**config.mk**
```make
export PLATFORM = sky130hd
export DESIGN_NAME = led_switch_port
export DESIGN_NICKNAME = d
export VERILOG_FILES = /design/src/rtl/m68k_bus_settings.svh /design/src/rtl/m68k_bus_pkg.sv /design/src/rtl/led_switch_port.sv
export SDC_FILE = /design/constraint.sdc
export NUM_CORES = 1
export LEC_CHECK = 0
export CAP_MARGIN = 20
export CORE_ASPECT_RATIO = 1.1
export CORE_MARGIN = 2
export CORE_UTILIZATION = 27
export CTS_BUF_LIST = sky130_fd_sc_hd__clkbuf_4 sky130_fd_sc_hd__clkbuf_8 sky130_fd_sc_hd__clkbuf_16
export DETAILED_ROUTE_END_ITERATION = 6
export DONT_BUFFER_PORTS = 1
export PLACE_DENSITY = 0.46
export SLEW_MARGIN = 20
export SYNTH_ARGS = -nofsm -noshare
export SYNTH_HDL_FRONTEND = slang
export SYNTH_SLANG_ARGS = --single-unit
```
**constraint.sdc**
```tcl
create_clock -name cpu_clk -period 0.8 [get_ports cpu_clk]
set_input_delay 0.08 -clock cpu_clk [delete_from_list [all_inputs] [get_ports cpu_clk]]
set_output_delay 0.08 -clock cpu_clk [all_outputs]
set_load 0.005 [all_outputs]
```
**src/rtl/m68k_bus_settings.svh**
```systemverilog
// Address map and timing constants; the windows must not overlap and wait counts must fit 3 bits
`ifndef M68K_BUS_SETTINGS_SVH
`define M68K_BUS_SETTINGS_SVH

// ====================================================================
// Address map
// ====================================================================

// Stack window on address bits 31..20
`define STACK_ADDR_HI 12'hFF4

// LED/switch port on address bits 31..4
`define LED_ADDR_HI 28'hFFDC060

// Random generator on address bits 31..4
`define RAND_ADDR_HI 28'hFFDC0C0

// ====================================================================
// Wait states and sizes
// ====================================================================

`define STACK_WAIT 3
`define IO_WAIT 1

// Word address bits of the stack, which aliases inside its 1 MB window
`define STACK_AW 10

// Galois feedback mask applied after the right shift
`define LFSR_TAPS 32'h80200003

`endif
```
**src/rtl/m68k_bus_pkg.sv**
```systemverilog
// Shared bus types; the widths assume a 68000-style 16-bit data bus and a flat 32-bit address
package m68k_bus_pkg;

	// ====================================================================
	// Bus widths
	// ====================================================================

	// CPU byte address with bit 0 unused by word accesses
	typedef logic [31:0] bus_addr_t;

	// One data bus word with the upper lane in 15..8
	typedef logic [15:0] bus_data_t;

	// ====================================================================
	// Cycle timing and targets
	// ====================================================================

	// Wait states per cycle up to the slowest target
	typedef logic [2:0] wait_count_t;

	// Full state of the pseudo-random generator
	typedef logic [31:0] lfsr_state_t;

	// ====================================================================
	// Bus cycle controller
	// ====================================================================

	// WAIT counts wait states, ACK holds the response until release,
	// BERR is the one cycle before the bus error response goes out
	typedef enum logic [2:0] {
		IDLE    = 3'd0,
		WAIT    = 3'd1,
		ACK     = 3'd2,
		BERR    = 3'd3,
		RELEASE = 3'd4
	} bus_state_e;

endpackage

```
**src/rtl/led_switch_port.sv**
```systemverilog
// LEDs follow the low byte only; switches are sampled as-is with no debounce
`timescale 1ns/10ps

module led_switch_port (
	input  logic                    cpu_clk,
	input  logic                    rst_n_i,
	input  logic                    we_i,
	input  logic                    lds_n_i,
	input  m68k_bus_pkg::bus_data_t wdata_i,
	input  logic [7:0]              sw_i,
	output logic [7:0]              led_o,
	output m68k_bus_pkg::bus_data_t rdata_o
);
	import m68k_bus_pkg::*;

	// ====================================================================
	// LED register
	// ====================================================================

	// Upper-lane-only write leaves the LEDs alone
	always_ff @(posedge cpu_clk) begin
		if (!rst_n_i) begin
			led_o <= '0;
		end else if (we_i && !lds_n_i) begin
			led_o <= wdata_i[7:0];
		end
	end

	// ====================================================================
	// Switch read-back
	// ====================================================================
	assign rdata_o = bus_data_t'({8'h00, sw_i});

endmodule

```
==> summary.txt, run 1 <==
STA
  – Fmax: 1450 MHz
  – Setup Skew: 0 ns
  – Minimum clock period: 0.690 ns
  – Setup TNS: 0 ns
  – Max-slew violations: 0
  – Final setup violation count: 0
  – Hold Vio Cnt, Final: 8
  – RSZ-0062 raised after global routing: false
  – Hold_ws: -0.0278 ns
  – Final worst-path cycle share: 86.3%

Finish
  – Layout cells sized above 1: 7.69%
  – Area Overhead vs Synth: 0.826%
  – Cell Count, Final, Fillers Out: 69
  – Antenna cells: 0
  – Finished Core Util: 29.0%
  – Fillers: 181
  – Area of the multi-input gates: 176 sq um
  – Final net count: 82
  – Regs by FF count: led_o x8
  – Register area: 160 sq um
  – Top reg by flops: led_o
  – Largest register FFs: 8
  – Final instance area: 458 sq um

Power and ir drop
  – NetSw: 0.187 mW
  – P_int: 0.639 mW
  – Sw Share: 22.7%
  – Power density over cell area: 1810 mW/mm^2
  – Seq pwr share: 52.5%
  – Worst VDD drop: 0.000686 V
  – Combinational share of power: 10.1%
  – Clock group share of total power: 37.4%
  – P_leak: 0.198 nW

Global route
  – Largest net degree at the start of global routing: 17
  – First-pass GRT wire length: 1.09 mm
  – Total gr overflow: 0
  – Met2 GRT Util: 12.2%
  – Vias in the first global route: 263
  – GR Layer Usage met1: 7.42%
  – Busiest layer in global routing: met2
  – Initial antenna violation count: 0
  – Met3 Resource Use GR: 6.54%
  – Tot GR Track Use: 7.72%

Clock tree
  – Reg clk slew, reported paths: 0.06 ns
  – Cts repair resizes: 0
  – Clock Sinks: 8
  – Later-pin clock latency in the skew report: 0.25 ns
  – Postcts setup bufs: 0
  – Root Driver: clkbuf_4
  – Clk buf depth: 2
  – CTS tree: done
  – H-tree depth: 1
  – Hold-fix buffers at CTS: 7
  – TritonCTS buffer count: 3

Placement
  – Placer Congestion: 0.554
  – PortBufs: 0
  – Placed cells: 59
  – Dpl hpwl: 513 um
  – DP Area: 365 sq um

Hold path
  – Worst hold path class: in -> reg

Die
  – Initial Utilization: 28.8%
  – Die X: 43.1 um
  – Number of core rows: 15
  – Die Span Y: 47.0 um
  – Core area: 0.00158 sq mm
  – DIE AREA: 0.00203 sq mm
  – # IOs: 52

Detailed routing
  – Drc violations: 0
  – Via count: 274
  – WL final: 736 um
  – DRT Pass-1 Iters: 2
  – DRT iter0 DRCs: 1
  – Post-route ant nets: 0
  – DR WL/cell: 10.7 um
  – Via density: 3.97

Worst setup path
  – Worst EP required: 0.72 ns
  – Crit-path max FO: 2
  – Startpoint types: flop
  – Critical path class: reg -> out
  – Critical path endpoint category: primary output
  – Critical Path AT: 0.61 ns

Outcome
  – Status: finished, violations left
  – Violations in the final reports: negative hold slack

Run
  – Maxcap violations: 0

Synth
  – Netlist cell types: 8
  – Mapped Cells: 53
  – Cell Area, Synth: 454 sq um
  – Synthesized area per cell: 8.57 sq um
  – Seq/Total Area, Yosys: 35.3%
  – Syn. warnings: 0
  – Seq cells post-synth: 8
==> synthesized netlist by cell type <==
| cell | n | area (sq um) |
|---|---|---|
| buf_4 | 17 | 128 |
| buf_6 | 1 | 11.3 |
| clkbuf_2 | 1 | 5.00 |
| conb_1 | 1 | 3.75 |
| dfxtp_1 | 8 | 160 |
| mux2i_1 | 8 | 80.1 |
| nand2_1 | 16 | 60.1 |
| nor2b_1 | 1 | 6.26 |
==> power by group through the flow <==
stage	clock network, mW	registers [mW]	logic [mW]
5_1_grt	0.354	0.437	0.0951
6_report	0.309	0.434	0.0838
3_3_place_gp	0	0.442	0.0554
3_5_place_dp	0	0.443	0.0572
2_1_floorplan	0	0.440	0.127
4_1_cts	0.333	0.435	0.0840
==> kinds of logic (layout without fill, tap and decap cells) <==
logic type / Yosys count / in the layout / share of synthesized area [%]
buffers and inverters: 19 / 11 / 31.7
flip-flops: 8 / 8 / 35.3
multiplexers: 8 / 8 / 17.6
other: 1 / 8 / 0.826
AND/OR/NAND/NOR: 17 / 17 / 14.6
==> layer usage <==
metal,vias up,routed length [um]
li1,137,-
met3,2,94
met1,115,313
met2,20,326
met5,-,0
met4,0,2
==> through the flow <==
step / setup slack, ns / power [mW]
final: 0.110 / 0.827
after global routing: 0.0797 / 0.886
after CTS: 0.0894 / 0.851
after detailed placement: 0.133 / 0.500
after global placement: 0.149 / 0.498
after floorplan: 0.202 / 0.566
==> layout by cell type, fill, tap and decap left out <==
cell type,count
buf_4,1
clkbuf_4,3
conb_1,8
dfxtp_1,8
dlygate4sd3_1,7
mux2i_1,8
nand2_1,16
nor2b_1,1
==> path summary, 6_finish.rpt <==
| check | startpoint | end | slack, ns | depth (start not counted) |
|---|---|---|---|---|
| worst max-delay path | led_o[0]$_SDFFE_PN0P_ | led_o[0] | 0.11 | 0 |
| worst min register to register | led_o[2]$_SDFFE_PN0P_ | led_o[2]$_SDFFE_PN0P_ | 0.47 | 2 |
| worst min-delay path | rst_n_i | led_o[2]$_SDFFE_PN0P_ | -0.03 | 2 |
| worst max register to register | led_o[0]$_SDFFE_PN0P_ | led_o[0]$_SDFFE_PN0P_ | 0.20 | 2 |
==> layout make-up <==
class	count	share of cell area, %
sequential	8	35.0
tap	17	4.64
clock buffer	3	4.92
multi-input combinational	33	38.5
timing repair buffer	8	16.9
Power figures use the tool's default switching activity.
==> run 2: changes to the inputs <==
--- a/config.mk
+++ b/config.mk
@@ -6,13 +6,15 @@
 export NUM_CORES = 1
 export LEC_CHECK = 0
 export CAP_MARGIN = 20
+export CELL_PAD_IN_SITES_DETAIL_PLACEMENT = 0
+export CELL_PAD_IN_SITES_GLOBAL_PLACEMENT = 2
 export CORE_ASPECT_RATIO = 1.1
 export CORE_MARGIN = 2
-export CORE_UTILIZATION = 27
+export CORE_UTILIZATION = 23
 export CTS_BUF_LIST = sky130_fd_sc_hd__clkbuf_4 sky130_fd_sc_hd__clkbuf_8 sky130_fd_sc_hd__clkbuf_16
 export DETAILED_ROUTE_END_ITERATION = 6
 export DONT_BUFFER_PORTS = 1
-export PLACE_DENSITY = 0.46
+export PLACE_DENSITY = 0.71
 export SLEW_MARGIN = 20
 export SYNTH_ARGS = -nofsm -noshare
 export SYNTH_HDL_FRONTEND = slang
==> run 2 against run 1 <==
The run still ends with negative hold slack left. Core utilization down 2.3 points. First-iteration DRC count up 100%. Via count up 4.0%. Sequential power about the same. Clock skew unchanged. Sequential cell count unchanged. Setup slack better by 0.0061 ns. Hold slack worse by 0.0023 ns. Clock power up 2%.
==> summary.txt, run 2 (synthesized netlist as in run 1, its figures left out) <==
Finish
  – Commonest non-fill, non-tap cell in the layout: nand2_1 (unchanged)
  – Fillers: 200 (was 181)
  – Antenna cells: 0 (unchanged)
  – Largest register FFs: 8 (unchanged)
  – Finished Core Util: 26.8% (was 29.0%)
  – Top reg by flops: led_o (unchanged)
  – Commonest cells after routing, fill and taps aside: nand2_1 (16), mux2i_1 (8), conb_1 (8), dlygate4sd3_1 (8), dfxtp_1 (8) (was nand2_1 (16), mux2i_1 (8), conb_1 (8), dfxtp_1 (8), dlygate4sd3_1 (7))
  – Area Overhead vs Synth: 7.44% (was 0.826%)
  – Final net count: 84 (was 82)
  – Cell Count, Final, Fillers Out: 81 (was 69)
  – Layout cells sized above 1: 9.26% (was 7.69%)
  – Regs by FF count: led_o x8 (unchanged)

Placement
  – PortBufs: 0 (unchanged)
  – Placer Congestion: 0.556 (was 0.554)
  – Placed cells: 70 (was 59)
  – Dpl hpwl: 538 um (was 513 um)

Global route
  – Total gr overflow: 0 (unchanged)
  – Largest net degree at the start of global routing: 17 (unchanged)
  – First-pass GRT wire length: 1.01 mm (was 1.09 mm)
  – Initial antenna violation count: 0 (unchanged)
  – Tot GR Track Use: 6.70% (was 7.72%)
  – Vias in the first global route: 244 (was 263)

Power and ir drop
  – Power density over cell area: 1720 mW/mm^2 (was 1810 mW/mm^2)
  – Worst VDD drop: 0.000454 V (was 0.000686 V)
  – P_leak: 0.207 nW (was 0.198 nW)
  – Final Power: 0.840 mW (was 0.827 mW)

Detailed routing
  – Post-route ant nets: 0 (unchanged)
  – DR WL/cell: 9.21 um (was 10.7 um)
  – Via density: 3.52 (was 3.97)
  – WL final: 746 um (was 736 um)
  – DRT iter0 DRCs: 2 (was 1)
  – DRT Pass-1 Iters: 3 (was 2)
  – Drc violations: 0 (unchanged)
  – Via count: 285 (was 274)

Die
  – Initial Utilization: 24.9% (was 28.8%)
  – Core area: 0.00182 sq mm (was 0.00158 sq mm)
  – Number of core rows: 16 (was 15)
  – Die Span Y: 50.6 um (was 47.0 um)
  – DIE AREA: 0.00235 sq mm (was 0.00203 sq mm)
  – # IOs: 52 (unchanged)
  – Die X: 46.4 um (was 43.1 um)

Worst setup path
  – Worst EP required: 0.72 ns (about the same)
  – Critical Path AT: 0.60 ns (was 0.61 ns)
  – Critical path class: reg -> out (unchanged)
  – Crit-path max FO: 2 (unchanged)
  – Startpoint types: flop (unchanged)
  – Critical path endpoint category: primary output (unchanged)

STA
  – Max-slew violations: 0 (unchanged)
  – Minimum clock period: 0.684 ns (was 0.690 ns)
  – Setup TNS: 0 ns (unchanged)
  – Hold Vio Cnt, Final: 8 (unchanged)
  – Hold_ws: -0.0301 ns (was -0.0278 ns)
  – Fmax: 1460 MHz (was 1450 MHz)
  – RSZ-0062 raised after global routing: false (unchanged)
  – Setup Skew: 0 ns (unchanged)
  – Final worst-path cycle share: 85.5% (was 86.3%)
  – Final setup violation count: 0 (unchanged)

Outcome
  – Status: finished, violations left (unchanged)
  – Violations in the final reports: negative hold slack (unchanged)

Clock tree
  – Hold-fix buffers at CTS: 8 (was 7)
  – TritonCTS buffer count: 3 (unchanged)
  – Cts repair resizes: 0 (unchanged)
  – H-tree depth: 1 (unchanged)
  – Root Driver: clkbuf_4 (unchanged)
  – Reg clk slew, reported paths: 0.06 ns (about the same)
  – Postcts setup bufs: 0 (unchanged)
  – Clk buf depth: 2 (unchanged)
  – Later-pin clock latency in the skew report: 0.25 ns (about the same)
  – CTS tree: done (unchanged)
  – Clock Sinks: 8 (unchanged)

Hold path
  – Worst hold path class: in -> reg (unchanged)

Run
  – Maxcap violations: 0 (unchanged)
run 2: where the power goes:
part	switching, mW	internal (mW)	total [mW]	leakage [nW]
Combinational	0.0364	0.0543	0.0908	0.128
Clock	0.143	0.172	0.315	0.0138
Sequential	0.0147	0.419	0.434	0.0655
Total	0.194	0.646	0.840	0.207
run 2: metal layers:
metal | GRT usage (%) | vias up | part of all wire, %
li1 | - | 142 | -
met1 | 7.34 | 121 | 42
met2 | 8.56 | 22 | 42
met3 | 3.96 | 0 | 16
met4 | 6.19 | 0 | 0
met5 | 0 | - | 0
run 2: layout make-up:
| class | count | area (sq um) | area share [%] |
|---|---|---|---|
| timing repair buffer | 10 | 95.1 | 19.5 |
| sequential | 8 | 160 | 32.8 |
| multi-input combinational | 33 | 176 | 36.2 |
| tap | 27 | 33.8 | 6.92 |
| clock buffer | 3 | 22.5 | 4.62 |
run 2: path summary, 6_finish.rpt:
path | start | end | slack [ns] | cells past startpoint
setup / recovery | led_o[6]$_SDFFE_PN0P_ | led_o[6] | 0.12 | 0
hold / removal | rst_n_i | led_o[4]$_SDFFE_PN0P_ | -0.03 | 2
setup reg to reg | led_o[3]$_SDFFE_PN0P_ | led_o[3]$_SDFFE_PN0P_ | 0.21 | 2
hold reg to reg | led_o[1]$_SDFFE_PN0P_ | led_o[1]$_SDFFE_PN0P_ | 0.47 | 2
run 2: per-stage QoR:
stage	area (sq um)	setup slack, ns	hold slack, ns
global route	488	0.0700	-0.0429
floorplan	480	0.202	0.222
global placement	385	0.150	0.160
finish	488	0.116	-0.0301
detailed placement	385	0.138	0.160
CTS	488	0.0939	-0.0426
