### config.mk
export PLATFORM = sky130hd
export DESIGN_NAME = lfsr_random
export DESIGN_NICKNAME = d
export VERILOG_FILES = /design/src/rtl/m68k_bus_pkg.sv /design/src/rtl/lfsr_random.sv
export VERILOG_INCLUDE_DIRS = /design/src /design/src/rtl
export SDC_FILE = /design/constraint.sdc
export NUM_CORES = 1
export LEC_CHECK = 0
export ABC_AREA = 0
export BUFFER_PORTS_ARGS = -buffer_cell sky130_fd_sc_hd__clkbuf_2
export CORE_ASPECT_RATIO = 0.8
export CORE_MARGIN = 3
export CORE_UTILIZATION = 55
export CTS_CLUSTER_DIAMETER = 80
export CTS_CLUSTER_SIZE = 10
export DETAILED_ROUTE_END_ITERATION = 12
export PLACE_DENSITY = 0.78
export SYNTH_ARGS = -nofsm -noshare
export SYNTH_HDL_FRONTEND = slang
export SYNTH_SLANG_ARGS = --single-unit
### constraint.sdc
create_clock -name cpu_clk -period 1.9 [get_ports cpu_clk]
set_clock_uncertainty 0.05 [all_clocks]
set_input_delay 0.095 -clock cpu_clk [delete_from_list [all_inputs] [get_ports cpu_clk]]
set_output_delay 0.095 -clock cpu_clk [all_outputs]
set_load 0.01 [all_outputs]
### src/rtl/m68k_bus_settings.svh
// Address map and timing constants; the windows must not overlap and wait counts must fit 3 bits
`ifndef M68K_BUS_SETTINGS_SVH
`define M68K_BUS_SETTINGS_SVH

// ====================================================================
// Address map
// ====================================================================

// Stack window on address bits 31..20
`define STACK_ADDR_HI 12'hFF4

// LED/switch port on address bits 31..4
`define LED_ADDR_HI 28'hFFDC060

// Random generator on address bits 31..4
`define RAND_ADDR_HI 28'hFFDC0C0

// ====================================================================
// Wait states and sizes
// ====================================================================

`define STACK_WAIT 3
`define IO_WAIT 1

// Word address bits of the stack, which aliases inside its 1 MB window
`define STACK_AW 10

// Galois feedback mask applied after the right shift
`define LFSR_TAPS 32'h80200003

`endif
### src/rtl/m68k_bus_pkg.sv
// Shared bus types; the widths assume a 68000-style 16-bit data bus and a flat 32-bit address
package m68k_bus_pkg;

	// ====================================================================
	// Bus widths
	// ====================================================================

	// CPU byte address with bit 0 unused by word accesses
	typedef logic [31:0] bus_addr_t;

	// One data bus word with the upper lane in 15..8
	typedef logic [15:0] bus_data_t;

	// ====================================================================
	// Cycle timing and targets
	// ====================================================================

	// Wait states per cycle up to the slowest target
	typedef logic [2:0] wait_count_t;

	// Full state of the pseudo-random generator
	typedef logic [31:0] lfsr_state_t;

	// ====================================================================
	// Bus cycle controller
	// ====================================================================

	// WAIT counts wait states, ACK holds the response until release,
	// BERR is the one cycle before the bus error response goes out
	typedef enum logic [2:0] {
		IDLE    = 3'd0,
		WAIT    = 3'd1,
		ACK     = 3'd2,
		BERR    = 3'd3,
		RELEASE = 3'd4
	} bus_state_e;

endpackage

### src/rtl/lfsr_random.sv
// Registers 0/1 are the low/high state halves and 2 steps on write; a zero seed loads 1
`timescale 1ns/10ps
`include "m68k_bus_settings.svh"

module lfsr_random (
	input  logic                    cpu_clk,
	input  logic                    rst_n_i,
	input  logic                    we_i,
	input  logic [1:0]              reg_sel_i,
	input  m68k_bus_pkg::bus_data_t wdata_i,
	output m68k_bus_pkg::bus_data_t rdata_o
);
	import m68k_bus_pkg::*;

	lfsr_state_t state_q;
	lfsr_state_t stepped;
	lfsr_state_t seed_word;

	// Galois step applies the taps when a one falls out of bit 0
	assign stepped = {1'b0, state_q[31:1]} ^
	                 (state_q[0] ? lfsr_state_t'(`LFSR_TAPS) : '0);

	// Seed write replaces one half and keeps the other
	assign seed_word = reg_sel_i[0] ? {wdata_i, state_q[15:0]} :
	                                  {state_q[31:16], wdata_i};

	always_ff @(posedge cpu_clk) begin
		if (!rst_n_i) begin
			state_q <= 32'd1;
		end else if (we_i) begin
			case (reg_sel_i)
				2'd0, 2'd1: begin
					// All-zero would lock the generator up
					state_q <= (seed_word == '0) ? 32'd1 : seed_word;
				end
				2'd2: begin
					state_q <= stepped;
				end
				default: begin
					state_q <= state_q;
				end
			endcase
		end
	end

	always_comb begin
		case (reg_sel_i)
			2'd0:    rdata_o = state_q[15:0];
			2'd1:    rdata_o = state_q[31:16];
			default: rdata_o = '0;
		endcase
	end

	a_state_nonzero: assert property (@(posedge cpu_clk) disable iff (!rst_n_i)
		state_q != '0)
		else $error("generator state reached zero");

endmodule

==> summary.txt, run 1 <==
per-cell routed wire length: 18.4 um
most frequent cells in the layout: 36 x clkbuf_2, 32 x dfxtp_1, 30 x mux2i_1
synthesis-to-layout area growth: 17.2%
Final Hold Fails: 0
CP max-delay cell: a2111oi_2
final clock period utilization by the worst path: 85.3%
cell depth of the worst setup path: 5
routed vias: 1968
Slew Limit Fails: 0
nets@finish: 274
final WL: 5400 um
Final setup viols: 0
Maximum Capacitance Violations: 0
Reg2Reg Depth: 5
core area: 3200 um^2
flops & latches, synth: 32
Max clock buf depth: 2
RSZ-0062 raised after global routing: no
critical-path cell list: nor4_2 > nand4b_1 > a2111oi_2 > nand3_1 > a32oi_1
Resize count post-CTS: 0
grt total ovfl: 0
Yosys cell types: 34
sw frac: 27.5%
Top reg by flops: state_q
Mapped Area: 1910 um^2
num rows: 18
antenna violations before repair: 0
R2R setup slack: 0.28 ns
fin crit period: 1.62 ns
Worst path max stage delay: 0.39 ns
Die Y: 58.7 um
DRT iter0 DRCs: 257
crit start category: flop
clock net sink count: 32
Yosys top cell area share: 33.5%
top flop regs: state_q (32)
P_int: 0.00133 W
DRC: 0
Yosys warning count: 0
# hold bufs at CTS: 0
placer congestion estimate: 0.966
Logic pwr share: 18.0%
H-tree depth: 2
sequential fraction of design power: 42.8%
First-pass DRT Iterations: 5
drt via density: 6.69
outcome: completed
Worst-Skew Late Latency: 0.28 ns
Seq/Total Area, Yosys: 33.5%
CTS root buffer: clkbuf_8
commonest non-fill, non-tap cell in the layout: clkbuf_2
hpwl dp: 3790 um
largest net degree at the start of global routing: 34
Max FO, Critical Path: 4
WP buf/inv: 0
Switch Pwr: 0.000505 W
ratio of cells with drive above 1 in the final layout: 23.6%
most area-hungry cell type in the Yosys netlist: dfxtp_1
CP arrival: 1.77 ns
Pleak: 1.07 nW
antenna cell count: 0
fmax: 0.617 GHz
Total Routing Usage GR: 26.9%
die area: 4220 um^2
hold path cells: 3
critical path's top delay family: compound AO/OA/AOI/OAI gates
largest cells by area after synthesis: dfxtp_1 34%, mux2i_1 16%, o211a_1 7.3%, o221ai_1 7.3%, o22ai_1 5.6%
maximum VDD drop: 0.000502 V
critical path class: flop to flop
post-synthesis net count: 243
measured slew at the worst slew-check pin: 0.668 ns
Hold WC Path Type: input port to flop
# IOs: 37
Pwr Total: 0.00183 W
first-pass GRT wire length: 8870 um
Critical Path RT: 2.04 ns
Max-Slew Margin vs Limit: 55.4%
antenna-violating nets left: 0
CTS tree: done
Die W: 71.9 um
port buffer count: 36
Worst-path clk slew: 0.07 ns
kind of end point of the critical path: flop
Syn Area/Cell: 8.61 um^2
Post-CTS Setup Repair Bufs: 0
pwr dens: 819 nW/um^2
fin util: 70.0%
Initial Util: 59.7%
Largest register FFs: 32
cts bufs inserted: 5
clock network power share: 39.1%
vias in the first global route: 1875
Setup TNS: 0 ns
Synth Instances: 222
==> logic make-up (layout without fill, tap and decap cells) <==
logic type,count (synthesis),in the layout,share of synthesized area (%)
AOI/OAI and AO/OA,73,73,28.3
xor gates and xnor gates,2,2,0.917
buffers and inverters,23,55,5.70
DFF,32,32,33.5
muxes,30,30,15.7
and+or+nand+nor,62,62,15.8
==> routing by layer <==
metal | vias up | global-route usage (%) | wire length (um)
li1 | 914 | - | -
met1 | 932 | 37.7 | 2400
met2 | 107 | 38.1 | 2380
met3 | 15 | 8.02 | 530
met4 | 0 | 12.1 | 94
met5 | - | 0 | 0
==> power by group through the flow <==
| stage | sequential, W | combinational [W] | clock, W |
|---|---|---|---|
| 2_1_floorplan | 0.000775 | 0.000235 | 0 |
| 3_3_place_gp | 0.000795 | 0.000320 | 0 |
| 3_5_place_dp | 0.000797 | 0.000325 | 0 |
| 4_1_cts | 0.000782 | 0.000327 | 0.000720 |
| 5_1_grt | 0.000791 | 0.000364 | 0.000748 |
| 6_report | 0.000786 | 0.000331 | 0.000718 |
==> stage by stage <==
step	instances	worst slack (ns)	cell area, um^2	hold WS, ns
floorplan	222	0.466	1910	0.260
global placement	286	0.318	2110	0.389
detailed placement	286	0.323	2110	0.408
CTS	294	0.279	2240	0.109
global route	294	0.113	2240	0.129
finish	294	0.278	2240	0.111
==> Yosys cell counts <==
| master | number |
|---|---|
| nor3_1 | 4 |
| dfxtp_1 | 32 |
| nor4b_1 | 1 |
| buf_4 | 1 |
| o21ai_0 | 1 |
| o211a_1 | 14 |
| nor3_2 | 1 |
| nor2b_1 | 1 |
| a21boi_0 | 1 |
| buf_2 | 9 |
| mux2i_1 | 30 |
| nand3b_1 | 1 |
| clkbuf_1 | 8 |
| nand3_1 | 5 |
| a21oi_1 | 18 |
| o21a_1 | 1 |
| or4_1 | 1 |
| a21boi_1 | 1 |
| buf_1 | 3 |
| o21ai_1 | 1 |
| xor2_1 | 1 |
| nor4_2 | 2 |
| xnor2_1 | 1 |
| nand2_1 | 21 |
| buf_6 | 1 |
| nor2_1 | 19 |
| a2111oi_2 | 1 |
| a32oi_1 | 1 |
| o211ai_1 | 1 |
| inv_2 | 1 |
| o22ai_1 | 17 |
| nand4b_1 | 2 |
| o221ai_1 | 16 |
| nor4_1 | 4 |
==> worst register-to-register path, delay by kind of cell, from the launching register on <==
family           cells  cell delay [ns]
AO/OA/AOI/OAI        2             0.59
AND/OR/NAND/NOR      3             0.53
flip-flops           1             0.36
==> cell type report <==
type                       instances  area (um^2)
clock buffer                       7         96.3
clock inverter                     1         30.0
fill                             282          958
inverter                           1         3.75
multi-input combinational        167         1160
sequential                        32          641
tap                               40         50.0
timing repair buffer              46          255
==> worst paths after layout <==
kind / from / endpoint
worst min-delay path: wdata_i[12] / state_q[28]$_SDFFE_PN0P_
worst min register to register: state_q[1]$_SDFFE_PN0P_ / state_q[1]$_SDFFE_PN0P_
worst max-delay path: state_q[7]$_SDFFE_PN0P_ / state_q[0]$_SDFFE_PN1P_
worst max register to register: state_q[7]$_SDFFE_PN0P_ / state_q[0]$_SDFFE_PN1P_
Power figures use the tool's default switching activity.
==> run 2, diff against run 1 <==
--- a/config.mk
+++ b/config.mk
@@ -15,6 +15,7 @@
 export CTS_CLUSTER_SIZE = 10
 export DETAILED_ROUTE_END_ITERATION = 12
 export PLACE_DENSITY = 0.78
+export REMOVE_ABC_BUFFERS = 1
 export SYNTH_ARGS = -nofsm -noshare
 export SYNTH_HDL_FRONTEND = slang
 export SYNTH_SLANG_ARGS = --single-unit
==> run 2 against run 1 <==
Non-clock buffer count is the same; register-to-register slack about the same; die area did not move; first-iteration DRC count down 16%; global-route usage shrank 0.70 points; clock-buffer cell count down 2; critical path type unchanged.
==> summary.txt, run 2 (synthesis gave the netlist of run 1 again) <==
Largest register FFs: 32
port buffer count: 36
Die Y: 58.7 um
fin crit period: 1.62 ns
Final setup viols: 0
Maximum Capacitance Violations: 0
measured slew at the worst slew-check pin: 0.689 ns
Sequential cell area: 641 um^2
Pleak: 1.04 nW
top flop regs: state_q (32)
Post-CTS Setup Repair Bufs: 0
sw frac: 30.1%
Final Hold Fails: 0
filler cell count: 282
cts bufs inserted: 5
CTS root buffer: clkbuf_8
sequential fraction of design power: 49.7%
crit start category: flop
H-tree depth: 2
Die W: 71.9 um
RSZ-0062 raised after global routing: no
vias in the first global route: 1761
core area: 3200 um^2
Multi-input gate area: 1160 um^2
final WL: 5250 um
P_int: 0.00110 W
ratio of cells with drive above 1 in the final layout: 22.7%
routed vias: 1909
pwr dens: 724 nW/um^2
antenna cell count: 0
Max FO, Critical Path: 4
DRT iter0 DRCs: 217
Setup TNS: 0 ns
synthesis-to-layout area growth: 14.2%
Logic pwr share: 20.8%
maximum VDD drop: 0.000637 V
Initial Util: 59.7%
antenna violations before repair: 0
Hold WC Path Type: input port to flop
die area: 4220 um^2
Max clock buf depth: 2
first-pass GRT wire length: 8660 um
Critical Path RT: 2.04 ns
placer congestion estimate: 0.918
per-cell routed wire length: 18.0 um
final clock period utilization by the worst path: 85.4%
Resize count post-CTS: 0
Total Routing Usage GR: 26.2%
CTS tree: done
antenna-violating nets left: 0
CP max-delay cell: dfxtp_1
Worst-path clk slew: 0.06 ns
Slew Limit Fails: 0
critical-path cell list: nor4_2 > nand4b_1 > a2111oi_2 > nand3_1 > a32oi_1
Worst path max stage delay: 0.38 ns
nets@finish: 274
fin area: 2180 um^2
# IOs: 37
fin util: 68.2%
CP arrival: 1.77 ns
fmax: 0.617 GHz
Top reg by flops: state_q
DRC: 0
num rows: 18
outcome: completed
grt total ovfl: 0
Switch Pwr: 0.000476 W
hpwl dp: 3600 um
largest net degree at the start of global routing: 34
placed cell areas: 2110 um^2
clock net sink count: 32
most frequent cells in the layout: 36 x clkbuf_2, 32 x dfxtp_1, 30 x mux2i_1
Worst-Skew Late Latency: 0.28 ns
drt via density: 6.56
commonest non-fill, non-tap cell in the layout: clkbuf_2
critical path class: flop to flop
kind of end point of the critical path: flop
clock network power share: 29.5%
Max-Slew Margin vs Limit: 54.0%
# hold bufs at CTS: 0
First-pass DRT Iterations: 4
==> run 2: changes by cell type in the layout (fill, tap and decap cells not counted), sizes merged <==
| cell | change |
|---|---|
| bufinv | -1 |
| clkbuf | -2 |
==> run 2: path summary, 6_finish.rpt <==
| check | slack (ns) | depth (start not counted) | to | from |
|---|---|---|---|---|
| max | 0.28 | 5 | state_q[0]$_SDFFE_PN1P_ | state_q[13]$_SDFFE_PN0P_ |
| min | 0.12 | 3 | state_q[31]$_SDFFE_PN0P_ | wdata_i[15] |
| max reg2reg | 0.28 | 5 | state_q[0]$_SDFFE_PN1P_ | state_q[13]$_SDFFE_PN0P_ |
| min reg2reg | 0.44 | 2 | state_q[1]$_SDFFE_PN0P_ | state_q[1]$_SDFFE_PN0P_ |
==> run 2: power by group through the flow <==
stage	logic, W	registers [W]	clock network (W)
finish	0.000328	0.000785	0.000467
global route	0.000363	0.000791	0.000496
CTS	0.000324	0.000782	0.000474
detailed placement	0.000322	0.000797	0
global placement	0.000318	0.000795	0
floorplan	0.000188	0.000777	0
==> run 2: worst max-delay path, delay by kind of cell, from the launching register on <==
family / cells / cell delay [ns]
AO/OA/AOI/OAI: 2 / 0.58
AND/OR/NAND/NOR: 3 / 0.54
flip-flops: 1 / 0.38
==> run 2: per-layer routing <==
metal / GRT usage, % / vias to the layer above / part of all wire (%) / wire length (um)
li1: - / 911 / - / -
met4: 7.51 / 0 / 0.90 / 47
met1: 38.3 / 903 / 47 / 2460
met3: 6.83 / 5 / 8.3 / 435
met2: 38.1 / 90 / 44 / 2300
met5: 0 / - / 0 / 0
==> run 2: per-stage QoR <==
stage | setup slack [ns] | power, W | hold WS [ns] | std cells
global placement | 0.340 | 0.00111 | 0.396 | 286
CTS | 0.296 | 0.00158 | 0.111 | 291
global route | 0.177 | 0.00165 | 0.138 | 291
finish | 0.278 | 0.00158 | 0.117 | 291
floorplan | 0.356 | 0.000964 | 0.134 | 200
detailed placement | 0.253 | 0.00112 | 0.398 | 286
==> run 2: layout make-up <==
cell class                      instances  share of cell area [%]
Multi-Input combinational cell        167                    53.3
Sequential cell                        32                    29.4
Tap cell                               40                    2.29
Timing Repair Buffer                   46                    11.7
Inverter                                1                   0.172
Clock buffer                            5                    3.15
==> run 3, diff against run 2 <==
--- a/config.mk
+++ b/config.mk
@@ -12,8 +12,9 @@
 export CORE_MARGIN = 3
 export CORE_UTILIZATION = 55
 export CTS_CLUSTER_DIAMETER = 80
-export CTS_CLUSTER_SIZE = 10
+export CTS_CLUSTER_SIZE = 30
 export DETAILED_ROUTE_END_ITERATION = 12
+export GPL_TIMING_DRIVEN = 0
 export PLACE_DENSITY = 0.78
 export REMOVE_ABC_BUFFERS = 1
 export SYNTH_ARGS = -nofsm -noshare
==> run 3 against run 2 <==
Final cell count fell by 2.4%; sequential share of layout area rose by 0.55 points; first-iteration DRC count rose by 16%; worst setup slack got worse by 0.0082 ns; largest cell class unchanged; highest routed layer unchanged.
==> summary.txt, run 3 (synthesis gave the netlist of run 1 again) <==
Critical Path RT: 1.75 ns
ratio of cells with drive above 1 in the final layout: 20.9%
die area: 4220 um^2
antenna-violating nets left: 0
Hold WC Path Type: input port to flop
Initial Util: 59.7%
Die Y: 58.7 um
Largest register FFs: 32
Inst Count DP: 277
Pleak: 1.01 nW
fin area: 2140 um^2
largest net degree at the start of global routing: 54
clock net sink count: 32
met3 usage: 4.61%
DRT iter0 DRCs: 252
routed vias: 1900
num rows: 18
outcome: completed
critical path class: input port to primary output
grt total ovfl: 0
Max-Slew Margin vs Limit: 50.0%
Final Non-Filler Cells: 284
port buffer count: 36
Total Routing Usage GR: 24.9%
top flop regs: state_q (32)
fin crit period: 1.63 ns
met2 Resource Use GR: 36.8%
DRC: 0
maximum VDD drop: 0.000650 V
kind of end point of the critical path: primary output
global-route layer with the greatest usage: met2
CTS tree: done
Max clock buf depth: 2
Die W: 71.9 um
measured slew at the worst slew-check pin: 0.750 ns
per-cell routed wire length: 18.0 um
Setup TNS: 0 ns
fmax: 0.613 GHz
placed cell areas: 2050 um^2
Hold Slack: 0.116 ns
crit start category: input port
Worst-Skew Late Latency: 0.28 ns
placer congestion estimate: 0.835
H-tree depth: 2
Final setup viols: 0
Max FO, Critical Path: 29
M1 GR Usage: 36.4%
most frequent cells in the layout: 34 x clkbuf_2, 32 x dfxtp_1, 30 x mux2i_1
core area: 3200 um^2
cts bufs inserted: 5
commonest non-fill, non-tap cell in the layout: clkbuf_2
Top reg by flops: state_q
drt via density: 6.69
first-pass GRT wire length: 8200 um
synthesis-to-layout area growth: 12.1%
CTS root buffer: clkbuf_8
vias in the first global route: 1621
Slew Limit Fails: 0
antenna violations before repair: 0
nets@finish: 267
RSZ-0062 raised after global routing: no
fin util: 67.0%
antenna cell count: 0
hpwl dp: 3170 um
pwr dens: 732 nW/um^2
Maximum Capacitance Violations: 0
final WL: 5110 um
Final Hold Fails: 0
First-pass DRT Iterations: 5
CP arrival: 1.49 ns
Worst-path clk slew: 0.06 ns
filler cell count: 290
final clock period utilization by the worst path: 85.8%
# hold bufs at CTS: 0
# IOs: 37
==> run 3: changes by cell type in the layout (fill, tap and decap cells not counted) <==
cell,previous run,this run
clkbuf_4,0,1
buf_8,0,1
nand2_2,0,1
clkbuf_2,36,34
buf_4,10,2
buf_2,0,1
nand2_1,21,20
==> run 3: metal layers <==
layer / vias up / routed length (um) / part of all wire (%)
met3: 8 / 381 / 7.5
met1: 912 / 2390 / 47
li1: 900 / - / -
met4: 0 / 57 / 1.1
met5: - / 0 / 0
met2: 80 / 2280 / 45
==> run 3: worst paths after layout <==
path | slack [ns] | cells past startpoint | start | end
setup / recovery | 0.27 | 5 | reg_sel_i[0] | rdata_o[1]
hold / removal | 0.12 | 3 | wdata_i[7] | state_q[23]$_SDFFE_PN0P_
setup reg to reg | 0.31 | 5 | state_q[7]$_SDFFE_PN0P_ | state_q[0]$_SDFFE_PN1P_
hold reg to reg | 0.43 | 2 | state_q[1]$_SDFFE_PN0P_ | state_q[1]$_SDFFE_PN0P_
==> run 3: cell type report <==
cell class	count	area, um^2	area share (%)
inverters	1	3.75	0.175
flip-flops and latches	32	641	29.9
clock buffers	5	68.8	3.21
repair buffers	39	213	9.93
well taps	40	50.0	2.34
multi-input cells	167	1170	54.4
==> run 3: worst max-delay path, stage by stage <==
cell and delay (ns):
buf_2 0.57, inv_2 0.33, nand2_1 0.21, a21oi_1 0.09, clkbuf_2 0.16
==> run 3: what timing repair did <==
| action | in CTS | in global routing |
|---|---|---|
| setup endpoints to repair | 16 | 15 |
| resized for setup | 0 | 4 |
| pin swaps | 0 | 0 |
| setup buffers | 2 | 0 |
==> run 3: power by group <==
| part | switching [W] | total, W | internal (W) |
|---|---|---|---|
| Combinational | 0.000177 | 0.000319 | 0.000142 |
| Clock | 0.000230 | 0.000466 | 0.000236 |
| Sequential | 0.0000641 | 0.000783 | 0.000719 |
| Total | 0.000472 | 0.00157 | 0.00110 |
==> run 3: metrics by stage <==
stage | setup WS [ns] | total power [W]
global placement | -0.786 | 0.00110
floorplan | 0.356 | 0.000964
global route | 0.143 | 0.00165
finish | 0.270 | 0.00157
detailed placement | -0.333 | 0.00111
CTS | 0.0130 | 0.00157
