===== config.mk =====
export PLATFORM = sky130hd
export DESIGN_NAME = bus_cycle_ctrl
export DESIGN_NICKNAME = d
export VERILOG_FILES = /design/src/rtl/m68k_bus_pkg.sv /design/src/rtl/bus_cycle_ctrl.sv
export VERILOG_INCLUDE_DIRS = /design/src /design/src/rtl
export SDC_FILE = /design/constraint.sdc
export NUM_CORES = 1
export LEC_CHECK = 0
export BUFFER_PORTS_ARGS = -buffer_cell sky130_fd_sc_hd__buf_4
export CAP_MARGIN = 20
export CORE_ASPECT_RATIO = 0.9
export CORE_MARGIN = 2
export CORE_UTILIZATION = 41
export DETAILED_ROUTE_END_ITERATION = 12
export MAX_ROUTING_LAYER = met4
export PLACE_DENSITY_LB_ADDON = 0.3
export SLEW_MARGIN = 20
export SYNTH_ARGS = -nofsm -noshare
export SYNTH_HDL_FRONTEND = slang
export SYNTH_SLANG_ARGS = --single-unit

===== constraint.sdc =====
create_clock -name cpu_clk -period 5.1 [get_ports cpu_clk]
set_clock_uncertainty 0.2 [all_clocks]
set_input_delay 0.51 -clock cpu_clk [delete_from_list [all_inputs] [get_ports cpu_clk]]
set_output_delay 0.51 -clock cpu_clk [all_outputs]
set_load 0.02 [all_outputs]

===== src/rtl/m68k_bus_settings.svh =====
// Address map and timing constants; the windows must not overlap and wait counts must fit 3 bits
`ifndef M68K_BUS_SETTINGS_SVH
`define M68K_BUS_SETTINGS_SVH

// ====================================================================
// Address map
// ====================================================================

// Stack window on address bits 31..20
`define STACK_ADDR_HI 12'hFF4

// LED/switch port on address bits 31..4
`define LED_ADDR_HI 28'hFFDC060

// Random generator on address bits 31..4
`define RAND_ADDR_HI 28'hFFDC0C0

// ====================================================================
// Wait states and sizes
// ====================================================================

`define STACK_WAIT 3
`define IO_WAIT 1

// Word address bits of the stack, which aliases inside its 1 MB window
`define STACK_AW 10

// Galois feedback mask applied after the right shift
`define LFSR_TAPS 32'h80200003

`endif

===== src/rtl/m68k_bus_pkg.sv =====
// Shared bus types; the widths assume a 68000-style 16-bit data bus and a flat 32-bit address
package m68k_bus_pkg;

	// ====================================================================
	// Bus widths
	// ====================================================================

	// CPU byte address with bit 0 unused by word accesses
	typedef logic [31:0] bus_addr_t;

	// One data bus word with the upper lane in 15..8
	typedef logic [15:0] bus_data_t;

	// ====================================================================
	// Cycle timing and targets
	// ====================================================================

	// Wait states per cycle up to the slowest target
	typedef logic [2:0] wait_count_t;

	// Full state of the pseudo-random generator
	typedef logic [31:0] lfsr_state_t;

	// ====================================================================
	// Bus cycle controller
	// ====================================================================

	// WAIT counts wait states, ACK holds the response until release,
	// BERR is the one cycle before the bus error response goes out
	typedef enum logic [2:0] {
		IDLE    = 3'd0,
		WAIT    = 3'd1,
		ACK     = 3'd2,
		BERR    = 3'd3,
		RELEASE = 3'd4
	} bus_state_e;

endpackage


===== src/rtl/bus_cycle_ctrl.sv =====
// One bus cycle at a time; the master must hold address, rw and lanes until dtack_n_o or berr_n_o
`timescale 1ns/10ps
`include "m68k_bus_settings.svh"

module bus_cycle_ctrl (
	input  logic                     cpu_clk,
	input  logic                     rst_n_i,
	input  logic                     as_n_i,
	input  logic                     uds_n_i,
	input  logic                     lds_n_i,
	input  logic                     rw_i,
	input  m68k_bus_pkg::bus_addr_t  addr_i,
	input  m68k_bus_pkg::bus_data_t  stack_rdata_i,
	input  m68k_bus_pkg::bus_data_t  led_rdata_i,
	input  m68k_bus_pkg::bus_data_t  rand_rdata_i,
	input  logic                     cnt_done_i,
	output logic                     cnt_load_o,
	output m68k_bus_pkg::wait_count_t cnt_val_o,
	output logic                     stack_we_o,
	output logic                     led_we_o,
	output logic                     rand_we_o,
	output m68k_bus_pkg::bus_data_t  rdata_o,
	output logic                     dtack_n_o,
	output logic                     berr_n_o
);
	import m68k_bus_pkg::*;

	bus_state_e state;
	logic       strobe;
	logic       hit_stack;
	logic       hit_led;
	logic       hit_rand;
	logic       hit_any;
	logic       sel_stack;
	logic       sel_led;
	logic       sel_rand;
	logic       cyc_end;
	bus_data_t  rd_mux;

	// Strobe needs the address strobe and at least one byte lane
	assign strobe = !as_n_i && !(uds_n_i && lds_n_i);

	// ====================================================================
	// Address decode
	// ====================================================================
	assign hit_stack = (addr_i[31:20] == `STACK_ADDR_HI);
	assign hit_led   = (addr_i[31:4] == `LED_ADDR_HI);
	assign hit_rand  = (addr_i[31:4] == `RAND_ADDR_HI);
	assign hit_any   = hit_stack || hit_led || hit_rand;

	// Counter starts on the edge where the cycle is first seen
	assign cnt_load_o = (state == IDLE) && strobe && hit_any;
	assign cnt_val_o  = hit_stack ? wait_count_t'(`STACK_WAIT) :
	                    hit_any   ? wait_count_t'(`IO_WAIT) : '0;

	// Last wait cycle so the write lands on the following edge
	assign cyc_end    = (state == WAIT) && cnt_done_i;
	assign stack_we_o = cyc_end && sel_stack && !rw_i;
	assign led_we_o   = cyc_end && sel_led && !rw_i;
	assign rand_we_o  = cyc_end && sel_rand && !rw_i;

	always_comb begin
		rd_mux = '0;
		if (sel_stack)
			rd_mux = stack_rdata_i;
		else if (sel_led)
			rd_mux = led_rdata_i;
		else if (sel_rand)
			rd_mux = rand_rdata_i;
	end

	// ====================================================================
	// Cycle sequencing
	// ====================================================================
	always_ff @(posedge cpu_clk) begin
		if (!rst_n_i) begin
			state     <= IDLE;
			dtack_n_o <= 1'b1;
			berr_n_o  <= 1'b1;
			sel_stack <= 1'b0;
			sel_led   <= 1'b0;
			sel_rand  <= 1'b0;
		end else begin
			case (state)
				IDLE: begin
					if (strobe) begin
						// Target stays latched for the whole cycle
						sel_stack <= hit_stack;
						sel_led   <= hit_led;
						sel_rand  <= hit_rand;
						state     <= hit_any ? WAIT : BERR;
					end
				end
				WAIT: begin
					if (cnt_done_i) begin
						dtack_n_o <= 1'b0;
						state     <= ACK;
					end
				end
				BERR: begin
					berr_n_o <= 1'b0;
					state    <= ACK;
				end
				ACK: begin
					// Response held until the master drops its strobe
					if (!strobe) begin
						dtack_n_o <= 1'b1;
						berr_n_o  <= 1'b1;
						state     <= RELEASE;
					end
				end
				default: begin
					state <= IDLE;
				end
			endcase
		end
	end

	// Read word captured together with dtack
	always_ff @(posedge cpu_clk) begin
		if (cyc_end && rw_i)
			rdata_o <= rd_mux;
	end

	a_resp_exclusive: assert property (@(posedge cpu_clk) disable iff (!rst_n_i)
		!(!dtack_n_o && !berr_n_o))
		else $error("dtack_n_o and berr_n_o low together");

	a_we_onehot: assert property (@(posedge cpu_clk) disable iff (!rst_n_i)
		$onehot0({stack_we_o, led_we_o, rand_we_o}))
		else $error("more than one write strobe high");

endmodule


==> results of run 1 <==
where the power goes:
part           internal [W]  switching [W]
clock             0.0000286      0.0000556
combinational     0.0000537      0.0000287
sequential         0.000212     0.00000544
critical path: stages:
cell and delay, ns:
buf_4 0.11, nor4b_1 0.28, and4_1 0.25, a21oi_1 0.10
inv_1 0.10, and2_1 0.14, buf_4 0.14
area by class of cell:
class | count | share of cell area
inverters | 2 | 0.00345
clock buffers | 3 | 0.0103
flip-flops and latches | 24 | 0.294
repair buffers | 108 | 0.372
clock inverters | 1 | 0.00172
multi-input cells | 99 | 0.294
well taps | 42 | 0.0241
worst paths after layout:
kind                                       startpoint                      to  slack [ns]  depth (start not counted)
worst max-delay path                       addr_i[12]              cnt_load_o        2.76                          7
worst min-delay path                          rst_n_i  dtack_n_o$_SDFFE_PN1P_        0.26                          2
worst max register to register   sel_led$_SDFFE_PN0P_   rdata_o[15]$_DFFE_PP_        3.17                          3
worst min register to register  sel_rand$_SDFFE_PN0P_   sel_rand$_SDFFE_PN0P_        0.29                          2
logic make-up after synthesis:
kind of cell	count (synthesis)	synth area share
AO/OA/AOI/OAI	43	0.198
XOR/XNOR	1	0.00652
buffers and inverters	13	0.0493
flip-flops	24	0.477
multiplexers	1	0.00745
other	1	0.00279
AND/OR/NAND/NOR	53	0.259
metal layers:
metal / wire (µm) / vias up / track usage
li1: - / 708 / -
met1: 1450 / 649 / 0.240
met2: 1910 / 60 / 0.387
met3: 342 / 2 / 0.0535
met4: 20 / 0 / 0.0456
met5: 0 / - / -
state kept, by name, indices dropped and copies added (netlist names):
name / flops
berr_n_o: 1
dtack_n_o: 1
rdata_o: 16
sel_led: 1
sel_rand: 1
sel_stack: 1
state: 3
cell usage in the layout, fill, tap and decap left out, types with 2 or more instances in the layout:
| cell type | count |
|---|---|
| o21ai_0 | 8 |
| nor2_1 | 4 |
| nand3_1 | 2 |
| nand4b_1 | 2 |
| a21oi_1 | 3 |
| clkbuf_4 | 3 |
| nand2_1 | 22 |
| buf_4 | 108 |
| o22ai_1 | 2 |
| nor4b_1 | 3 |
| and2_1 | 4 |
| o21ai_1 | 11 |
| a22oi_1 | 16 |
| inv_1 | 2 |
| edfxtp_1 | 16 |
| dfxtp_1 | 8 |
stage by stage:
step | hold slack, ns | power (W) | instances | cell area, µm²
after global placement | 0.264 | 0.000303 | 275 | 2150
after floorplan | 0.250 | 0.000246 | 136 | 1340
final | 0.262 | 0.000384 | 279 | 2180
after global routing | 0.250 | 0.000402 | 279 | 2180
after CTS | 0.257 | 0.000385 | 279 | 2180
after detailed placement | 0.275 | 0.000305 | 275 | 2150
==> run metrics, run 1 <==
status finished clean; Antenna Cells 0; die footprint 3750 µm²; Post-synth EDFFs 16; Worst Hold Class primary input to register; Routability Congestion 0.735; share of layout cells above drive strength 1 0.494; startpoint types primary input; post-place setup slack 2.75 ns; DRT antenna net count 0; Core Area 3090 µm²; Worst-Skew Late Latency 0.31 ns; Area Growth Syn to Fin 62.0%; Hold-fix buffers, CTS 0; Clock transition at path regs around 0.13 ns; Slew headroom 0.528; Num CTS Buffers 3; CTS tree done; PostCTS Resize Cnt 0; DRC viols 0; H-tree depth 1; WP data required between 4 and 5 ns; Pwr per Cell Area 176 nW/µm²; nature of the critical path endpoint primary output; cell taking the most area after synthesis edfxtp_1; vias in the first global route 1313; multi-input logic area between 600 and 700 µm²; Final min period 2.34 ns; root buffer cell clkbuf_4; CTS max path bufs 2; Final HPWL DP 2930 µm; CP Max Fanout 2; post-CTS setup repair buffer count 0; Yosys warning count 0; TritonRoute pass-1 iters 4; WL final 3730 µm; critical path class primary input to primary output; final max-slew violation count 0; Util after Layout 0.704; Syn Area/Cell 9.88 µm²; initial drt markers 56; RSZ-0062 raised after global routing false; FF+latch count, synth 24; maximum vdd drop 102 µV; final-report setup violation count 0; final hold violation count 0; fin worst setup slack 2.76 ns; Final Cycle Share 0.459; most instantiated cells after synthesis nand2_1 (22), a22oi_1 (16), edfxtp_1 (16); port bufs about 110; Netlist cell types 39; initial antenna violation count 0; f_max about 430 MHz; CTS sink count 24; ys flop type edfxtp_1; wire length per cell 13.4 µm; # rows 19; count leader, synth nand2_1; DR vias 1419; sequential fraction of the synthesis area 0.477; setup total negative slack 0 ns; CP arrival between 1.5 and 2 ns; final net count 325; max_cap viols 0; Top Ports 112; sequential cell area between 600 and 700 µm²; Slew @ Worst Pin around 0.70 ns; largest net degree at the start of global routing 34; Post-Syn Nets 223; top cells by area, synth edfxtp_1 (36%), dfxtp_1 (12%), a22oi_1 (8.9%); gr ovfl total 0; initial core utilization 0.435; first-pass GRT wire length between 5000 and 6000 µm; synthesized instance count roughly 140; Synth top area share 0.358; synthesized cell area about 1300 µm²; P_leak 0.914 nW; DR vias/cell 5.09; FFs w/ async S/R, synth 0; filler instances 288; DIE WIDTH approximately 64 µm; GRT Util Overall 0.213; die height 58.3 µm
(Power assumes the default switching activity.)
==> run 2: changes to the inputs <==
--- a/config.mk
+++ b/config.mk
@@ -10,7 +10,7 @@
 export CAP_MARGIN = 20
 export CORE_ASPECT_RATIO = 0.9
 export CORE_MARGIN = 2
-export CORE_UTILIZATION = 41
+export CORE_UTILIZATION = 38
 export DETAILED_ROUTE_END_ITERATION = 12
 export MAX_ROUTING_LAYER = met4
 export PLACE_DENSITY_LB_ADDON = 0.3
==> constraint.sdc (replaced) <==
create_clock -name cpu_clk -period 2.32 [get_ports cpu_clk]
set_clock_uncertainty 0.2 [all_clocks]
set_input_delay 0.232 -clock cpu_clk [delete_from_list [all_inputs] [get_ports cpu_clk]]
set_output_delay 0.232 -clock cpu_clk [all_outputs]
set_load 0.02 [all_outputs]
==> run metrics, run 2 (synthesis gave the netlist of run 1 again) <==
Worst Reg-to-Reg Cells 3; Util after Layout 0.653; DRT antenna net count 0; Pwr per Cell Area 407 nW/µm²; root buffer cell clkbuf_8; max_cap viols 0; Final HPWL DP 2830 µm; final max-slew violation count 0; Clock transition at path regs 0.08 ns; CP Max Fanout 8; final-report setup violation count 0; reg-to-reg startpoint sel_rand$_SDFFE_PN0P_; Worst-Skew Late Latency approximately 0.25 ns; final net count 326; Switching Fraction 0.214; largest net degree at the start of global routing 21; Hold-fix buffers, CTS 0; CTS tree done; most frequent cells in the layout buf_4 (109), nand2_1 (22), a22oi_1 (16), edfxtp_1 (16), o21ai_1 (11); placed cell area 2160 µm²; Core Area 3380 µm²; WP data required ~1.9 ns; CTS sink count 24; Clock Power Share 0.268; Switching Power 0.000192 W; Routability Congestion between 0.7 and 0.8; maximum vdd drop 209 µV; dpl cells ~280; setup total negative slack 0 ns; initial core utilization 0.398; Num CTS Buffers 3; gr ovfl total 0; DIE WIDTH 66.7 µm; GRT Util Overall 0.184; share of layout cells above drive strength 1 0.496; sequential share of power 0.531; H-tree depth 1; leading cell type in the layout, fill and taps excluded buf_4; end of the worst hold path dtack_n_o$_SDFFE_PN1P_; Largest regs rdata_o x16, state x3; capturing point of the worst reg2reg path rdata_o[0]$_DFFE_PP_; post-CTS setup repair buffer count 0; DR vias 1405; DRC viols 0; die footprint ~4000 µm²; startpoint types register; WL final 3520 µm; status finished clean; port bufs 106; source of the worst hold timing path rst_n_i; Top Ports 112; first-pass GRT wire length 5530 µm; Final min period 1.85 ns; post-route cell area 2210 µm²; Worst Hold Class primary input to register; RSZ-0062 raised after global routing false; R2R Setup Slk 0.68 ns; Slew headroom 0.543; TritonRoute pass-1 iters 4; die height around 60 µm; f_max 542 MHz; final hold violation count 0; filler instances ~310; Post-Layout Cell Count ~280; DR vias/cell 4.98; Final Cycle Share 0.796; Slew @ Worst Pin between 0.6 and 0.7 ns; # rows 20; largest reg by FF count rdata_o; CTS max path bufs 2; initial antenna violation count 0; combinational share of power 0.200; critical path class register to primary output; P_leak 0.926 nW; PostCTS Resize Cnt 0; Tot Pwr roughly 0.0009 W; wire length per cell between 10 and 15 µm; Largest register FFs 16; Area Growth Syn to Fin 64.2%; Min-Delay Path Depth 2; initial drt markers 63; Antenna Cells 0; vias in the first global route 1316; P_int 0.000706 W; nature of the critical path endpoint primary output; CP arrival 1.41 ns
## run 2: cell types whose count changed in the layout (fill, tap and decap cells not counted), sizes merged
cell,delta
clkbuf,+1
buf,+1
clkinv,-1
## run 2: area by class of cell
type                            instances  area (µm²)  area share
Clock buffer                            4        45.0      0.0204
Tap cell                               44        55.1      0.0250
Timing Repair Buffer                  109         818       0.371
Inverter                                2        7.51     0.00340
Multi-Input combinational cell         99         639       0.290
Sequential cell                        24         641       0.290
## run 2: through the flow
stage | setup slack [ns] | hold slack [ns]
floorplan | 0.449 | 0.210
global placement | 0.332 | 0.266
detailed placement | 0.568 | 0.276
CTS | 0.427 | 0.0335
global route | 0.310 | 0.0373
finish | 0.474 | 0.0394
## run 2: critical path, stage by stage (launching register included)
cell	delay, ns
dfxtp_1	0.51
nand3_1	0.17
nor2_1	0.19
and2_1	0.15
buf_4	0.14
## run 2: power groups by stage
stage	logic (W)	clock network, W	registers, W
finish	0.000180	0.000241	0.000477
global placement	0.000178	0	0.000487
global route	0.000196	0.000266	0.000480
detailed placement	0.000181	0	0.000487
floorplan	0.0000449	0	0.000495
CTS	0.000182	0.000251	0.000478
## run 2: metal layers
layer  share of wire  GRT usage  up-vias
li1                -          -      708
met1            0.39      0.203      628
met2            0.49      0.320       63
met3            0.10     0.0557        6
met4           0.013     0.0612        0
met5               0          -        -
## run 2: how the worst max path moves through the flow
stage               depth (start not counted)               endpoint             startpoint
floorplan                                   3   rdata_o[0]$_DFFE_PP_  state[2]$_SDFFE_PN0P_
global placement                            3  rdata_o[13]$_DFFE_PP_  sel_rand$_SDFFE_PN0P_
detailed placement                          7             cnt_load_o              addr_i[7]
CTS                                         4               led_we_o  state[0]$_SDFFE_PN0P_
global route                                4              rand_we_o  state[0]$_SDFFE_PN0P_
finish                                      4             stack_we_o  state[0]$_SDFFE_PN0P_
==> run 3: changes to the inputs <==
--- a/config.mk
+++ b/config.mk
@@ -6,11 +6,12 @@
 export SDC_FILE = /design/constraint.sdc
 export NUM_CORES = 1
 export LEC_CHECK = 0
+export ABC_AREA = 1
 export BUFFER_PORTS_ARGS = -buffer_cell sky130_fd_sc_hd__buf_4
 export CAP_MARGIN = 20
 export CORE_ASPECT_RATIO = 0.9
 export CORE_MARGIN = 2
-export CORE_UTILIZATION = 38
+export CORE_UTILIZATION = 36
 export DETAILED_ROUTE_END_ITERATION = 12
 export MAX_ROUTING_LAYER = met4
 export PLACE_DENSITY_LB_ADDON = 0.3
==> constraint.sdc (replaced) <==
create_clock -name cpu_clk -period 1.65 [get_ports cpu_clk]
set_clock_uncertainty 0.2 [all_clocks]
set_input_delay 0.165 -clock cpu_clk [delete_from_list [all_inputs] [get_ports cpu_clk]]
set_output_delay 0.165 -clock cpu_clk [all_outputs]
set_load 0.02 [all_outputs]
==> run metrics, run 3 <==
max_cap viols 0; leading cell type in the layout, fill and taps excluded buf_4; initial antenna violation count 0; DRT antenna net count 0; Switching Power roughly 0.00046 W; CTS sink count 24; synthesized instance count between 150 and 200; startpoint types register; CP Max Fanout 5; TritonRoute pass-1 iters 4; final max-slew violation count 0; gr ovfl total 0; die footprint 4600 µm²; Critical-path top delay cell dfxtp_1; filler instances 363; P_leak 1.14 nW; sequential fraction of the synthesis area 0.436; P_int 0.00128 W; M1 wire length approximately 1600 µm; initial drt markers 56; H-tree depth 1; largest reg by FF count rdata_o; top cells by area, synth edfxtp_1 (33%), dfxtp_1 (11%), nand2_1 (9.7%); met3 WL 272 µm; die height 64.6 µm; synthesized cell area 1470 µm²; Pwr per Cell Area between 600 and 700 nW/µm²; setup total negative slack 0 ns; multi-input logic area a little over 700 µm²; combinational share of power 0.293; CP arrival 1.24 ns; worst hold slack 0.0117 ns; sequential cell area 643 µm²; final hold violation count 0; # rows 22; Synth top area share 0.327; f_max 624 MHz; most instantiated cells after synthesis nand2_1 (38), nor2_1 (18), a22oi_1 (16), edfxtp_1 (16), inv_1 (15); CTS tree done; vias in the first global route 1553; Area Growth Syn to Fin 76.0%; Post-Syn Nets 269; GRT Util Overall 0.186; Core Area 3990 µm²; max layer used met4; DRC viols 0; WP data required 1.28 ns; Netlist cell types 24; critical path class register to primary output; Yosys warning count 0; family with the most delay on the worst path simple AND/OR/NAND/NOR gates; sequential share of power 0.412; status finished clean; Syn Area/Cell 8.06 µm²; Tot Pwr approximately 0.0017 W; Clock Power Share 0.295; root buffer cell clkbuf_8; Num CTS Buffers 3; nature of the critical path endpoint primary output; Routability Congestion 0.777; port bufs 106; Top Ports 112; Post-synth EDFFs 16; Clock transition at path regs 0.08 ns; Util after Layout 0.647; Final HPWL DP about 3000 µm; share of layout cells above drive strength 1 0.467; final net count between 300 and 400; Worst-Skew Late Latency between 0.2 and 0.3 ns; cell taking the most area after synthesis edfxtp_1; final-report setup violation count 0; Antenna Cells 0; Final min period around 1.6 ns; largest net degree at the start of global routing 17; Largest regs rdata_o x16, state x3; slowest cell delay on critical path 0.36 ns; maximum vdd drop between 300 and 400 µV; first-pass GRT wire length 6680 µm; count leader, synth nand2_1; FF+latch count, synth 24; met2 wire len 2220 µm; ys flop type edfxtp_1; CTS max path bufs 2; FFs w/ async S/R, synth 0; Largest register FFs 16; Switching Fraction 0.263; worst path cell trace nor2_4, nand3_4, nor3_1, buf_4; WP buf/inv 1; Final Cycle Share 0.971; WL final about 4200 µm; DIE WIDTH a little over 70 µm; most frequent cells in the layout buf_4 (112), nand2_1 (38), nor2_1 (17); Worst Hold Class primary input to register; DR vias 1676; DR vias/cell 4.73; wire length per cell 11.9 µm; initial core utilization 0.368
## run 3: changes by cell type after synthesis, moves of 6 or more
cell,previous run,this run
inv_1,2,15
inv_2,0,6
nand2_1,22,38
nor2_1,4,18
o21ai_0,8,14
## run 3: per-layer routing
layer  global-route usage  vias to the layer above
met5                    -                        -
met4               0.0778                        0
met3               0.0249                        6
met2                0.331                       61
met1                0.210                      748
li1                     -                      861
## run 3: logic make-up (layout without fill, tap and decap cells)
family                 Yosys count  after routing  synth area share
buffers and inverters           29            153            0.0878
and+or+nand+nor                 84             84             0.296
AOI/OAI and AO/OA               44             44             0.177
other                            1              1           0.00256
DFF                             24             24             0.436
## run 3: stage by stage
| step | area (µm²) | instances | setup slack, ns |
|---|---|---|---|
| final | 2580 | 354 | 0.0483 |
| after floorplan | 1480 | 182 | 0.136 |
| after global placement | 2330 | 333 | 0.128 |
| after detailed placement | 2330 | 333 | 0.125 |
| after CTS | 2560 | 352 | 0.0163 |
| after global routing | 2580 | 354 | -0.00782 |
## run 3: what timing repair did
| item | in CTS | in global routing |
|---|---|---|
| endpoints found under the setup margin | 3 | 4 |
| buffers inserted | 0 | 2 |
| pin swaps | 0 | 1 |
| hold buffers | 15 | 0 |
| resized for setup | 2 | 2 |
| endpoints found under the hold margin | 19 | 0 |
## run 3: final timing paths
path / depth (start not counted) / slack [ns] / end / start
max: 4 / 0.05 / rand_we_o / state[2]$_SDFFE_PN0P_
min: 3 / 0.01 / rdata_o[15]$_DFFE_PP_ / stack_rdata_i[15]
max reg2reg: 4 / 0.24 / rdata_o[15]$_DFFE_PP_ / state[2]$_SDFFE_PN0P_
min reg2reg: 2 / 0.28 / dtack_n_o$_SDFFE_PN1P_ / dtack_n_o$_SDFFE_PN1P_
## run 3: power by group through the flow
stage	logic, W	clock network [W]	registers, W
floorplan	0.000240	0	0.000729
global placement	0.000459	0	0.000727
detailed placement	0.000466	0	0.000727
CTS	0.000500	0.000519	0.000715
global route	0.000570	0.000552	0.000720
finish	0.000511	0.000514	0.000717
## run 3: worst reg2reg max path, cell delays in order (launching register included)
cell     delay, ns
dfxtp_1       0.36
nor2_4        0.18
nand3_4       0.12
nor2_4        0.12
buf_12        0.16
## run 3: layout make-up
cell class,count,area share
Sequential cell,24,0.249
Clock buffer,3,0.0160
Tap cell,48,0.0233
Multi-Input combinational cell,129,0.278
Timing Repair Buffer,128,0.391
Inverter,21,0.0305
Clock inverter,1,0.0116
